## src/source/burst_pkg.sv

```systemverilog
package burst_pkg;

  // Largest burst the chopper is built for
  parameter int MAX_LENGTH = 16;

  // Wide enough for every count from 0 up to MAX_LENGTH
  parameter int LENGTH_BITS = $clog2(MAX_LENGTH + 1);

  typedef logic [LENGTH_BITS-1:0] length_t;

  // One record per output burst
  typedef struct packed {
    length_t length;
    // Set when this burst closed the input packet
    logic    ends_packet;
  } burst_desc_t;

endpackage

```

## src/source/stream_pkg.sv

```systemverilog
package stream_pkg;

  // Default width of one stream beat
  parameter int DATA_WIDTH = 8;

  // One data word as it travels on the byte stream
  typedef logic [DATA_WIDTH-1:0] data_t;

endpackage
```

## src/source/burst_splitter_top.sv

```systemverilog
module burst_splitter_top #(
  parameter int DATA_WIDTH = stream_pkg::DATA_WIDTH,
  parameter int MAX_LENGTH = burst_pkg::MAX_LENGTH,
  parameter int FIFO_DEPTH = 8
) (
  input  logic                  clock,
  input  logic                  reset,

  input  logic                  s_tvalid_i,
  output logic                  s_tready_o,
  input  logic                  s_tlast_i,
  input  logic [DATA_WIDTH-1:0] s_tdata_i,

  output logic                  m_tvalid_o,
  input  logic                  m_tready_i,
  output logic                  m_tlast_o,
  output logic [DATA_WIDTH-1:0] m_tdata_o,

  output logic                  desc_valid_o,
  input  logic                  desc_ready_i,
  output burst_pkg::length_t    desc_length_o,
  output logic                  desc_end_o,

  input  burst_pkg::length_t    burst_length_i
);

  import burst_pkg::*;

  // One buffered input beat
  typedef struct packed {
    logic                  last;
    logic [DATA_WIDTH-1:0] data;
  } beat_t;

  beat_t in_beat;
  beat_t out_beat;
  logic beat_valid;
  logic beat_ready;

  logic chop_active;
  length_t chop_length;
  logic chop_final;
  logic m_transfer;

  burst_desc_t desc_in;
  burst_desc_t desc_out;
  logic desc_in_valid;
  logic desc_in_ready;

  assign in_beat = '{last: s_tlast_i, data: s_tdata_i};
  assign m_transfer = m_tvalid_o && m_tready_i;
  assign desc_length_o = desc_out.length;
  assign desc_end_o = desc_out.ends_packet;

  stream_fifo #(
    .payload_t (beat_t),
    .FIFO_DEPTH(FIFO_DEPTH)
  ) i_beat_fifo (
    .clock        (clock),
    .reset        (reset),
    .write_valid_i(s_tvalid_i),
    .write_ready_o(s_tready_o),
    .write_data_i (in_beat),
    .read_valid_o (beat_valid),
    .read_ready_i (beat_ready),
    .read_data_o  (out_beat)
  );

  burst_chop #(
    .MAX_LENGTH(MAX_LENGTH),
    .DATA_WIDTH(DATA_WIDTH)
  ) i_burst_chop (
    .clock     (clock),
    .reset     (reset),
    .active_i  (chop_active),
    .length_i  (chop_length),
    .final_o   (chop_final),
    .s_tvalid_i(beat_valid),
    .s_tready_o(beat_ready),
    .s_tlast_i (out_beat.last),
    .s_tdata_i (out_beat.data),
    .m_tvalid_o(m_tvalid_o),
    .m_tready_i(m_tready_i),
    .m_tlast_o (m_tlast_o),
    .m_tdata_o (m_tdata_o)
  );

  burst_sequencer #(
    .MAX_LENGTH(MAX_LENGTH)
  ) i_burst_sequencer (
    .clock         (clock),
    .reset         (reset),
    .burst_length_i(burst_length_i),
    .active_o      (chop_active),
    .length_o      (chop_length),
    .final_i       (chop_final),
    .m_transfer_i  (m_transfer),
    .m_last_i      (m_tlast_o),
    .desc_valid_o  (desc_in_valid),
    .desc_ready_i  (desc_in_ready),
    .desc_data_o   (desc_in)
  );

  stream_fifo #(
    .payload_t (burst_desc_t),
    .FIFO_DEPTH(FIFO_DEPTH)
  ) i_desc_fifo (
    .clock        (clock),
    .reset        (reset),
    .write_valid_i(desc_in_valid),
    .write_ready_o(desc_in_ready),
    .write_data_i (desc_in),
    .read_valid_o (desc_valid_o),
    .read_ready_i (desc_ready_i),
    .read_data_o  (desc_out)
  );

endmodule

```

## src/source/burst_sequencer.sv

```systemverilog
module burst_sequencer #(
  parameter int MAX_LENGTH = burst_pkg::MAX_LENGTH
) (
  input  logic                   clock,
  input  logic                   reset,
  input  burst_pkg::length_t     burst_length_i,

  output logic                   active_o,
  output burst_pkg::length_t     length_o,

  input  logic                   final_i,
  input  logic                   m_transfer_i,
  input  logic                   m_last_i,

  output logic                   desc_valid_o,
  input  logic                   desc_ready_i,
  output burst_pkg::burst_desc_t desc_data_o
);

  import burst_pkg::*;

  typedef enum logic [1:0] {
    IDLE,
    ARMED,
    DRAIN
  } state_t;

  state_t state_q;
  length_t length_q;
  length_t count_q;
  length_t count_next;
  length_t length_sample;
  logic burst_done;

  // Keep the requested length inside 1 to MAX_LENGTH
  always_comb begin
    if (burst_length_i == '0) begin
      length_sample = length_t'(1);
    end else if (burst_length_i > length_t'(MAX_LENGTH)) begin
      length_sample = length_t'(MAX_LENGTH);
    end else begin
      length_sample = burst_length_i;
    end
  end

  assign count_next = count_q + 1'b1;
  assign burst_done = (state_q == ARMED) && m_transfer_i && m_last_i;

  assign active_o = state_q == ARMED;
  assign length_o = length_q;

  // Descriptor goes out with the last output beat.
  // A short burst or a source last marks the end of the packet
  assign desc_valid_o = burst_done;
  assign desc_data_o.length = count_next;
  assign desc_data_o.ends_packet = final_i || (count_next != length_q);

  always_ff @(posedge clock) begin
    if (reset) begin
      state_q <= IDLE;
      length_q <= '0;
      count_q <= '0;
    end else begin
      case (state_q)
        // Arm only when the descriptor FIFO has room for this burst
        IDLE, DRAIN: begin
          if (desc_ready_i) begin
            state_q <= ARMED;
            length_q <= length_sample;
            count_q <= '0;
          end else begin
            state_q <= IDLE;
          end
        end
        ARMED: begin
          if (burst_done) begin
            state_q <= DRAIN;
          end else if (m_transfer_i) begin
            count_q <= count_next;
          end
        end
        default: state_q <= IDLE;
      endcase
    end
  end

endmodule

```

## src/source/burst_chop.sv

```systemverilog
module burst_chop #(
  parameter int MAX_LENGTH = burst_pkg::MAX_LENGTH,
  parameter int DATA_WIDTH = stream_pkg::DATA_WIDTH
) (
  input  logic                  clock,
  input  logic                  reset,

  input  logic                  active_i,
  input  burst_pkg::length_t    length_i,
  output logic                  final_o,

  input  logic                  s_tvalid_i,
  output logic                  s_tready_o,
  input  logic                  s_tlast_i,
  input  stream_pkg::data_t     s_tdata_i,

  output logic                  m_tvalid_o,
  input  logic                  m_tready_i,
  output logic                  m_tlast_o,
  output logic [DATA_WIDTH-1:0] m_tdata_o
);

  // Cuts the accepted stream after length_i beats or at the source last.
  // Raise active_i with a valid length_i at least one cycle before data is
  // expected; drop it for a cycle to start the next burst.

  localparam int LBITS = $clog2(MAX_LENGTH + 1);

  logic [LBITS-1:0] remain_q;
  logic armed_q;
  logic frame_q;
  logic final_q;

  logic sready_q;
  logic mvalid_q;
  logic tvalid_q;
  logic mlast_q;
  logic tlast_q;
  logic [DATA_WIDTH-1:0] mdata_q;
  logic [DATA_WIDTH-1:0] tdata_q;

  logic s_accept;
  logic last_beat;
  logic final_beat;
  logic frame_next;
  logic tvalid_next;
  logic mvalid_next;
  logic load_m_src;
  logic load_m_tmp;
  logic load_t;

  assign s_tready_o = sready_q;
  assign m_tvalid_o = mvalid_q;
  assign m_tlast_o = mlast_q;
  assign m_tdata_o = mdata_q;

  // High once the closing beat of this burst carried the source last
  assign final_o = final_q;

  assign s_accept = s_tvalid_i && sready_q;
  assign last_beat = (remain_q == LBITS'(1)) || s_tlast_i;
  assign final_beat = s_accept && last_beat;

  // Burst counter
  always_ff @(posedge clock) begin
    if (reset) begin
      armed_q <= 1'b0;
      remain_q <= '0;
      final_q <= 1'b0;
    end else begin
      armed_q <= active_i;
      // Length is taken on the first active cycle of each arming
      if (active_i && !armed_q) begin
        remain_q <= LBITS'(length_i);
      end else if (s_accept) begin
        remain_q <= remain_q - 1'b1;
      end
      if (!active_i) begin
        final_q <= 1'b0;
      end else if (final_beat && s_tlast_i) begin
        final_q <= 1'b1;
      end
    end
  end

  // Framer: one burst per arming, closed by the final beat
  assign frame_next = active_i && (!armed_q || (frame_q && !final_beat));

  always_ff @(posedge clock) begin
    if (reset) begin
      frame_q <= 1'b0;
    end else begin
      frame_q <= frame_next;
    end
  end

  // Ready and valid control of the M and T registers
  assign load_m_src = s_accept && (!mvalid_q || m_tready_i);
  assign load_t = s_accept && mvalid_q && !m_tready_i;
  assign load_m_tmp = tvalid_q && m_tready_i;
  assign tvalid_next = load_t || (tvalid_q && !m_tready_i);
  assign mvalid_next = s_accept || tvalid_q || (mvalid_q && !m_tready_i);

  always_ff @(posedge clock) begin
    if (reset) begin
      sready_q <= 1'b0;
      mvalid_q <= 1'b0;
      tvalid_q <= 1'b0;
    end else begin
      // Only accept while the frame is open and T has room
      sready_q <= frame_next && !tvalid_next;
      mvalid_q <= mvalid_next;
      tvalid_q <= tvalid_next;
    end
  end

  // Datapath
  always_ff @(posedge clock) begin
    if (load_m_src) begin
      mdata_q <= DATA_WIDTH'(s_tdata_i);
      mlast_q <= last_beat;
    end else if (load_m_tmp) begin
      mdata_q <= tdata_q;
      mlast_q <= tlast_q;
    end
    // Skid slot while the output is stalled
    if (load_t) begin
      tdata_q <= DATA_WIDTH'(s_tdata_i);
      tlast_q <= last_beat;
    end
  end

endmodule

```

## src/source/stream_fifo.sv

```systemverilog
module stream_fifo #(
  parameter type payload_t = logic,
  parameter int FIFO_DEPTH = 8
) (
  input  logic     clock,
  input  logic     reset,
  input  logic     write_valid_i,
  output logic     write_ready_o,
  input  payload_t write_data_i,
  output logic     read_valid_o,
  input  logic     read_ready_i,
  output payload_t read_data_o
);

  localparam int PTR_BITS = (FIFO_DEPTH > 1) ? $clog2(FIFO_DEPTH) : 1;
  localparam int COUNT_BITS = $clog2(FIFO_DEPTH + 1);

  payload_t mem [FIFO_DEPTH];
  logic [PTR_BITS-1:0] write_ptr_q;
  logic [PTR_BITS-1:0] read_ptr_q;
  logic [COUNT_BITS-1:0] count_q;
  logic [COUNT_BITS-1:0] count_next;
  logic write_ready_q;
  logic do_write;
  logic do_read;

  function automatic logic [PTR_BITS-1:0] next_ptr(input logic [PTR_BITS-1:0] ptr);
    if (ptr == PTR_BITS'(FIFO_DEPTH - 1)) begin
      return '0;
    end
    return ptr + 1'b1;
  endfunction

  assign do_write = write_valid_i && write_ready_q;
  assign do_read = read_valid_o && read_ready_i;
  assign read_valid_o = count_q != '0;
  assign read_data_o = mem[read_ptr_q];
  assign write_ready_o = write_ready_q;

  // Fill level after this cycle's transfers
  always_comb begin
    count_next = count_q;
    if (do_write && !do_read) begin
      count_next = count_q + 1'b1;
    end else if (do_read && !do_write) begin
      count_next = count_q - 1'b1;
    end
  end

  always_ff @(posedge clock) begin
    if (reset) begin
      write_ptr_q <= '0;
      read_ptr_q <= '0;
      count_q <= '0;
      write_ready_q <= 1'b0;
    end else begin
      count_q <= count_next;
      // Registered, so ready stays low through reset
      write_ready_q <= count_next != COUNT_BITS'(FIFO_DEPTH);
      if (do_write) begin
        write_ptr_q <= next_ptr(write_ptr_q);
      end
      if (do_read) begin
        read_ptr_q <= next_ptr(read_ptr_q);
      end
    end
  end

  always_ff @(posedge clock) begin
    if (do_write) begin
      mem[write_ptr_q] <= write_data_i;
    end
  end

endmodule

```

## config.mk

```make
export PLATFORM = sky130hd
export DESIGN_NAME = burst_splitter_top
export DESIGN_NICKNAME = d
export VERILOG_FILES = /design/src/source/burst_pkg.sv /design/src/source/stream_pkg.sv /design/src/source/burst_splitter_top.sv /design/src/source/burst_sequencer.sv /design/src/source/burst_chop.sv /design/src/source/stream_fifo.sv
export SDC_FILE = /design/constraint.sdc
export NUM_CORES = 1
export LEC_CHECK = 0
export ABC_AREA = 1
export BUFFER_PORTS_ARGS = -buffer_cell sky130_fd_sc_hd__buf_2
export CAP_MARGIN = 20
export CORE_MARGIN = 2
export CORE_UTILIZATION = 55
export CTS_BUF_LIST = sky130_fd_sc_hd__clkbuf_8
export CTS_CLUSTER_DIAMETER = 120
export DETAILED_ROUTE_END_ITERATION = 6
export GPL_TIMING_DRIVEN = 0
export PLACE_DENSITY_LB_ADDON = 0.1
export SYNTH_ARGS = -nofsm -noshare
export SYNTH_HDL_FRONTEND = slang
export SYNTH_SLANG_ARGS = --single-unit
```

## constraint.sdc

```tcl
create_clock -name clock -period 5.9 [get_ports clock]
set_input_delay 1.18 -clock clock [delete_from_list [all_inputs] [get_ports clock]]
set_output_delay 1.18 -clock clock [all_outputs]
set_load 0.1 [all_outputs]
```

# After elaboration in Yosys (flattened, before gate mapping)

Memories as Yosys holds them, arrays and structs flattened. A register that Yosys moved wholly into a read port is not among the register bits.
Cells that the tools add are included.

Reduce and logical (&&, ||, !) cells: 50
Bitwise gates (word level): 1
$add $sub $neg: 10
Equal/unequal tests: 14
Order comparisons: 1
Muxes and demuxes: 47

Operator list:

| kind                                                  | number |
|---|---|
| two-way mux 3 bit                                     | 12 |
| two-way mux 5 bit                                     | 7 |
| logical AND 1 bit                                     | 23 |
| two-way mux 1 bit                                     | 19 |
| two-way mux 4 bit                                     | 4 |
| two-way mux 8 bit                                     | 2 |
| adder 3 x 1 -> 3 bit, second input constant           | 4 |
| == test 3 bit, second input constant                  | 4 |
| case mux 5 bit (2 select lines)                       | 1 |
| logical NOT 1 bit                                     | 9 |
| adder 4 x 1 -> 4 bit, second input constant           | 2 |
| inequality test 4 bit, second input constant          | 2 |
| nonzero test 4 bit                                    | 2 |
| subtractor 4 x 1 -> 4 bit, second input constant      | 2 |
| logical OR 1 bit                                      | 7 |
| inequality test 2 x 1 -> 1 bit, second input constant | 3 |
| nonzero test 2 bit                                    | 3 |
| adder 5 x 1 -> 5 bit, second input constant           | 1 |
| == test 5 x 1 -> 1 bit, second input constant         | 1 |
| > comparator 5 bit, second input constant             | 1 |
| logical NOT 5 bit                                     | 1 |
| inequality test 5 bit                                 | 1 |
| subtractor 5 x 1 -> 5 bit, second input constant      | 1 |
| case mux 2 bit (2 select lines)                       | 1 |
| 9 further kinds                                       | 10 |

Word-level logic and storage cells: 147
RAM bits: 120
Output and inout port bits: 18
Memories: 2
Bits of input ports: 19
Flip-flop bits (word level): 63

Memory list:

| memory          | depth | bits a word | rd ports | clocked after Yosys merged registers in | write ports | line              | RTL |
|---|---|---|---|---|---|---|---|
| i_beat_fifo.mem | 8     | 9           | 1        | 1                                       | 1           | stream_fifo.sv:18 | `payload_t mem [FIFO_DEPTH];` |
| i_desc_fifo.mem | 8     | 6           | 1        | 1                                       | 1           | stream_fifo.sv:18 |  |

# Logic depth before layout (Yosys ltp)

Gate-level depths: netlist of run 1.

Word-level depth: 9
Mapped depth: 13
Mapped depth without buffers: 13

# Modules after synthesis

Synthesis of run 1 repeated with hierarchy kept, for this count alone.

Cells, all modules: 766
Area, all modules: 8082.8 µm²

Modules (own cells, without submodules):

| module                     | area each (µm²) | instances | cells each |
|---|---|---|---|
| stream_fifo at i_beat_fifo | 3529.6          | 1         | 307 |
| stream_fifo at i_desc_fifo | 2601.2          | 1         | 239 |
| burst_chop                 | 1258.7          | 1         | 112 |
| burst_sequencer            | 685.7           | 1         | 106 |
| burst_splitter_top         | 7.5             | 1         | 2 |

# Least setup slack after synthesis of run 1

No wires, ideal clock.

Path type: register to output
Start point: reg with a tool-made name
End point: out desc_length_o[0]
Required time: 4.720 ns
Arrival time: 2.446 ns
Stages on the path, launching flop included: 5
Path slack: 2.274 ns
Cells stage by stage: dfxtp_1 > inv_1 > clkbuf_1 > o21ai_0 > a31oi_1

RTL lines:

| element       | line                     | RTL |
|---|---|---|
| end, declared | burst_splitter_top.sv:21 | `output burst_pkg::length_t desc_length_o,` |

==> impl_metrics.ini, run 1 <==
[worst_setup_path]
required_ns = 4.72
slowest_stage = buf_2
arrival_ns = 2.38
regToRegStartpoint = i_burst_chop.m_tlast_o$_DFFE_PP_
crit_buf_inv = 3
crit_type = reg2out
cp_slowest_stage_delay_ns = 0.47
cp-end-kind = output port
r2r_cells = 6
rrSetupSlack_ns = 3.62
reg2reg_to = i_desc_fifo.mem[3][1]$_DFFE_PP_
cpLargestDelayFamily = buffers and inverters
path_max_fanout = 10
crit_chain = inv_1 -> clkbuf_1 -> o21ai_0 -> o22ai_1 -> nor2_1 -> a31oi_1 -> buf_2
crit_path_start_kind = flop

[clock_network]
cts_tree = built
clock_latency_ns = 0.46
post_cts_buffers = 0
hold_buffers = 0
numCtsBuffers = 17
clk_path_buf_depth = 2
htreeDepth = 4
cts_sinks = 189
clk_pin_slew_worst_paths_ns = 0.09
cts-resized-gates = 0
clockRootBuffer = clkbuf_8

[floorplan]
coreArea_sq_mm = 0.01399
pin_count = 37
start_util_pct = 56.67
rows = 43
dieWidth_um = 124.1
die_area_sq_mm = 0.01539
fp.dieH_um = 124.1

[flow_run]
maxCapViolCount = 0

[placement]
dp_hpwl_um = 10540
portBuffers = 35
place_congestion = 0.8434

[synth]
async_flop_share_pct = 0
ys.warnings.count = 0
synth_area_sq_mm = 0.007928
ys_seq_area_share_pct = 65.15
post_synth_inst_count = 743
ys.flop_type = edfxtp_1
synth_edf_count = 138
synth_compound_area_share_pct = 9.785
synth_simple_gate_area_share_pct = 16.07
synth_fp_nets = 777
yosys.area_share.adder_pct = 2.367
synthMuxAreaShare_pct = 0
synth.distinct_cells = 41
synth_xor_area_share_pct = 1.436
syn_area_per_cell_sq_um = 10.67
synth-seq-cells = 189
synth_top_family_by_area = simple AND/OR/NAND/NOR gates

[routing]
first_iter_violations = 428
ant_nets = 0
wire_per_inst_um = 15.14
firstDrtPassIters = 5
vias = 5267
vias_per_cell = 5.320
drcViolationCount = 0
routed_wl_um = 14990

[sta]
hold_violations = 0
max_freq_mhz = 280.7
skew_ns = 0.01495
period_share_pct = 60.38
fin_setup_tns_ns = 0
period_minus_slack_ns = 3.562
setup_violations = 0
slew_headroom_pct = 34.15
slew_violations = 0
worst_pin_slew_ns = 0.9803
rsz0062_at_grt = no

[layout]
final_util_pct = 62.11
syn2layout_area_growth_pct = 9.596
mostFrequentLayoutCell = nor2_1
regArea_sq_mm = 0.005165
multi_input_area_sq_mm = 0.002351
nNetsFinal = 832
drive_gt1_share_pct = 13.21
antenna_cells = 0
nFillCells = 1136
layout_common_cells = nor2_1 (142), edfxtp_1 (138), nand2_1 (110), o21ai_0 (72), inv_1 (53)

[global_routing]
grt_first_pass_wirelength_um = 24200
antenna_found_initial = 0
grt_pass1_vias = 4999
grt_max_degree = 17
grt_usage_pct = 20.90
grt.overflow.total = 0

[power_and_ir_drop]
ir_drop_v = 0.0002297
p_leak_uw = 0.003306
power_density_mw_per_mm2 = 420.4

[worst_hold_path]
hp-start = i_burst_chop.final_o$_SDFFE_PP0P_
hold_path.class = reg2reg
hold_end = i_burst_chop.final_o$_SDFFE_PP0P_
hold_depth = 2

[outcome]
status = completed
## state kept, by name, indices dropped and copies added (netlist names), 2 cells and up, named ones only
name / flops
i_burst_chop.tdata_q: 8
i_burst_sequencer.count_q: 5
i_beat_fifo.mem: 72
i_desc_fifo.mem: 48
i_desc_fifo.write_ptr_q: 3
i_desc_fifo.read_ptr_q: 3
i_beat_fifo.count_q: 4
i_burst_sequencer.state_q: 2
i_beat_fifo.read_ptr_q: 3
i_beat_fifo.write_ptr_q: 3
i_burst_chop.remain_q: 5
i_desc_fifo.count_q: 4
i_burst_chop.m_tdata_o: 8
i_burst_sequencer.length_o: 5
## synth_stat cells (all sizes together) (2+ instances only)
master    n  area [sq um]
clkinv    2         7.510
nor3      9         45.04
o21ai    72         360.4
nand4     2         12.51
o22ai    18         112.6
edfxtp  138          4144
nand3b    3         22.52
a31oi    18         131.4
a211oi    2         15.01
o211a     2         20.02
clkbuf    8         31.28
inv      61         239.0
dfxtp    51          1021
xor2     11         96.34
nand3    24         132.6
a21oi    20         103.9
nand2   117         471.7
xnor2     2         17.52
nor2    146         576.8
buf      16         133.9
ha       15         187.7
## final cells by class
cell class	count	area share, %
buffer	24	1.901
clock buffer	17	2.693
clock inverter	14	1.397
inverter	63	2.837
multi-input combinational	467	27.06
sequential	189	59.45
tap	180	2.592
timing repair buffer	36	2.074
## worst max path at each step
stage / start / end / slack [ns] / cells after the start
2_1_floorplan: flop / desc_length_o[0] / 2.27 / 4
3_3_place_gp: m_tready_i / i_desc_fifo.mem[3][2]$_DFFE_PP_ / 2.73 / 7
3_5_place_dp: m_tready_i / i_desc_fifo.mem[3][2]$_DFFE_PP_ / 2.71 / 7
4_1_cts: flop / desc_length_o[2] / 2.31 / 7
5_1_grt: flop / desc_length_o[0] / 2.21 / 6
6_report: flop / desc_length_o[2] / 2.34 / 7
## layer usage
layer	GRT usage, %	share of wire (%)	vias up
li1	-	-	2661
met1	25.86	44	2485
met2	36.37	51	107
met5	0	0	-
met3	5.174	4.2	14
met4	6.039	1.3	0
## tightest hold or removal path, delay by kind of cell, from the launching register on
family	cells	cell delay, ns
buf+inv	1	0.06
compound gates	1	0.06
flops	1	0.31
## logic make-up (layout without fill, tap and decap cells)
logic type,after synthesis,count (layout)
compound gates,136,136
fa+ha+maj,15,15
simple gates,303,303
xor+xnor,13,13
flops,189,189
buf+inv,87,154
## metrics by stage
stage	area (sq um)	total power (uW)	cells	setup WS [ns]	hold WS, ns
final	8688	3653	990	2.338	0.4740
after global routing	8688	3859	990	2.210	0.5029
after CTS	8688	3676	990	2.311	0.4754
after detailed placement	8333	2914	959	2.709	0.4620
after global placement	8328	2879	958	2.730	0.4508
after floorplan	7928	2652	743	2.274	0.4345
## power breakdown
part	internal [uW]	switching [uW]
logic	304	910
registers	1580	86.2
clock network	331	443
Note: power is estimated with default switching activity, not from simulation.
==> run 2: changes to the inputs <==
Settings changed: ABC_AREA 1 to 0.
Clock period 5.9 ns to 3.4 ns, I/O delays scaled along.
==> run 2 against run 1 <==
Effect of this change: cell count decreased by 25%; critical path depth decreased by 3; clock skew decreased by 0.0039 ns; via count decreased by 20%; first-iteration DRC count decreased by 30%; clock power increased by 110%; power increased by 49%; core utilization increased by 1.7 points; count of clock-buffer cells in the layout unchanged; die area decreased by 4.0%; register-to-register slack got worse by 2.7 ns; largest power group unchanged.
==> impl_metrics.ini, run 2 <==
[clock_network]
clk_pin_slew_worst_paths_ns = 0.09
htreeDepth = 4
clk_path_buf_depth = 2
cts-resized-gates = 0
cts_sinks = 189
cts_tree = built
numCtsBuffers = 17
post_cts_buffers = 0
clock_latency_ns = 0.45
hold_buffers = 0
clockRootBuffer = clkbuf_8

[placement]
place_congestion = 0.7966
portBuffers = 36
place_area_sq_mm = 0.008061
dp_slack_ns = 0.6108
dp_hpwl_um = 9249
place_inst = 709

[global_routing]
grt_usage_pct = 19.77
grt_pass1_vias = 4279
antenna_found_initial = 0
grt_first_pass_wirelength_um = 21680
use_met1_pct = 24.26
top_usage_layer = met2
grt.overflow.total = 0
grt_max_degree = 17
use_met2_pct = 34.27
met3_usage_pct = 4.682

[sta]
slew_violations = 0
setup_violations = 0
period_minus_slack_ns = 3.027
worst_pin_slew_ns = 1.052
fin_setup_tns_ns = 0
setup_ws_ns = 0.3725
hold_violations = 0
rsz0062_at_grt = no
slew_headroom_pct = 29.30
period_share_pct = 89.04
skew_ns = 0.01108
max_freq_mhz = 330.3

[synth]
post_synth_inst_count = 495
syn_area_per_cell_sq_um = 15.36
synth.distinct_cells = 48
synth_edf_count = 138
ys_seq_area_share_pct = 67.95
synth-seq-cells = 189
async_flop_share_pct = 0
synth_fp_nets = 529
yosys-top-cells-count = edfxtp_1 (138), dfxtp_1 (51), nand2_1 (35)
synth_area_sq_mm = 0.007601
synth_top_area_share_pct = 54.52
yosys.cell_count.top_type = edfxtp_1
yosysTopAreaCell = edfxtp_1
ys_top_cells_by_area = edfxtp_1 (55%), dfxtp_1 (13%), mux4_2 (8.6%)
ys.flop_type = edfxtp_1
ys.warnings.count = 0

[floorplan]
fp.dieH_um = 121.6
start_util_pct = 56.95
die_area_sq_mm = 0.01478
pin_count = 37
coreArea_sq_mm = 0.01335
rows = 42
dieWidth_um = 121.6

[worst_setup_path]
crit_path_start_kind = flop
crit_type = reg2out
slowest_stage = mux4_2
cp_slowest_stage_delay_ns = 0.56
cp_common_cell = buf_2
cp-end-kind = output port
crit_buf_inv = 2
path_max_fanout = 10
required_ns = 2.72
cpLargestDelayFamily = multiplexers
crit_chain = buf_2 -> mux4_2 -> mux2_2 -> buf_2
arrival_ns = 2.35

[power_and_ir_drop]
ir_drop_v = 0.0003251
power_density_mw_per_mm2 = 638.3
p_leak_uw = 0.002939

[layout]
antenna_cells = 0
nNetsFinal = 587
layout_common_cells = edfxtp_1 (138), dfxtp_1 (51), buf_2 (41), nand2_1 (35), nor2_1 (34)
nFillCells = 991
drive_gt1_share_pct = 24.07
mostFrequentLayoutCell = edfxtp_1
layout.cells.non_filler = 741
top_register = i_beat_fifo.mem
syn2layout_area_growth_pct = 12.05
final_cell_area_sq_mm = 0.008517
top_regs = i_beat_fifo.mem (72), i_desc_fifo.mem (48)
largest_register_ffs = 72

[outcome]
status = completed

[routing]
first_iter_violations = 301
drcViolationCount = 0
firstDrtPassIters = 5
vias = 4214
routed_wl_um = 13320
vias_per_cell = 5.687
ant_nets = 0
wire_per_inst_um = 17.97

[worst_hold_path]
hold_path.class = in2reg

[flow_run]
maxCapViolCount = 0
[run 2: where the power goes]
part,leakage [uW],switching [uW],internal (uW)
clock,0.000231,762,877
combinational,0.00102,708,396
sequential,0.00168,99.1,2590
[run 2: kinds of logic (layout without fill, tap and decap cells)]
logic type / after synthesis / after routing / share of synthesized area [%]
xor+xnor: 16 / 16 / 1.844
flops: 189 / 189 / 67.95
fa+ha+maj: 15 / 15 / 2.469
compound gates: 55 / 55 / 4.708
buf+inv: 32 / 102 / 1.794
mux: 60 / 60 / 13.05
simple gates: 128 / 128 / 8.181
[run 2: final cells by class]
class,count,area (sq um),area share (%)
clock buffer,17,234.0,2.747
buffer,18,83.83,0.9843
clock inverter,14,216.5,2.542
tap,176,220.2,2.586
sequential,189,5165,60.64
inverter,14,52.55,0.6170
multi-input combinational,274,2345,27.53
timing repair buffer,39,200.2,2.351
[run 2: metrics by stage]
stage	utilization [%]	hold slack [ns]	power [uW]
3_3_place_gp	59.95	0.4369	3815
2_1_floorplan	-	0.4190	3632
6_report	63.81	0.4580	5436
3_5_place_dp	60.40	0.4480	3853
4_1_cts	63.77	0.4301	5474
5_1_grt	63.81	0.4380	5661
[run 2: path summary, 6_finish.rpt]
path / from / to / slack [ns] / depth (start not counted)
setup reg to reg: i_beat_fifo.count_q[0]$_SDFF_PP0_ / i_burst_chop.m_tdata_o[2]$_DFFE_PP_ / 0.90 / 7
setup / recovery: flop / desc_length_o[2] / 0.37 / 4
hold reg to reg: i_burst_chop.armed_q$_SDFF_PP0_ / i_burst_chop.frame_q$_SDFF_PP0_ / 0.47 / 1
hold / removal: m_tready_i / i_burst_chop.tvalid_q$_SDFF_PP0_ / 0.46 / 2
[run 2: routing by layer]
| layer | part of all wire [%] | wire [um] |
|---|---|---|
| met5 | 0 | 0 |
| met4 | 1.6 | 208 |
| met3 | 3.7 | 490 |
| met2 | 52 | 6874 |
| met1 | 43 | 5744 |
[run 2: worst register-to-register path, delay by kind of cell, from the launching register on]
kind                       cells  cell delay (ns)
and+or+nand+nor                4             1.33
DFF                            1             0.37
adders and majority gates      1             0.17
buffers and inverters          2             0.27
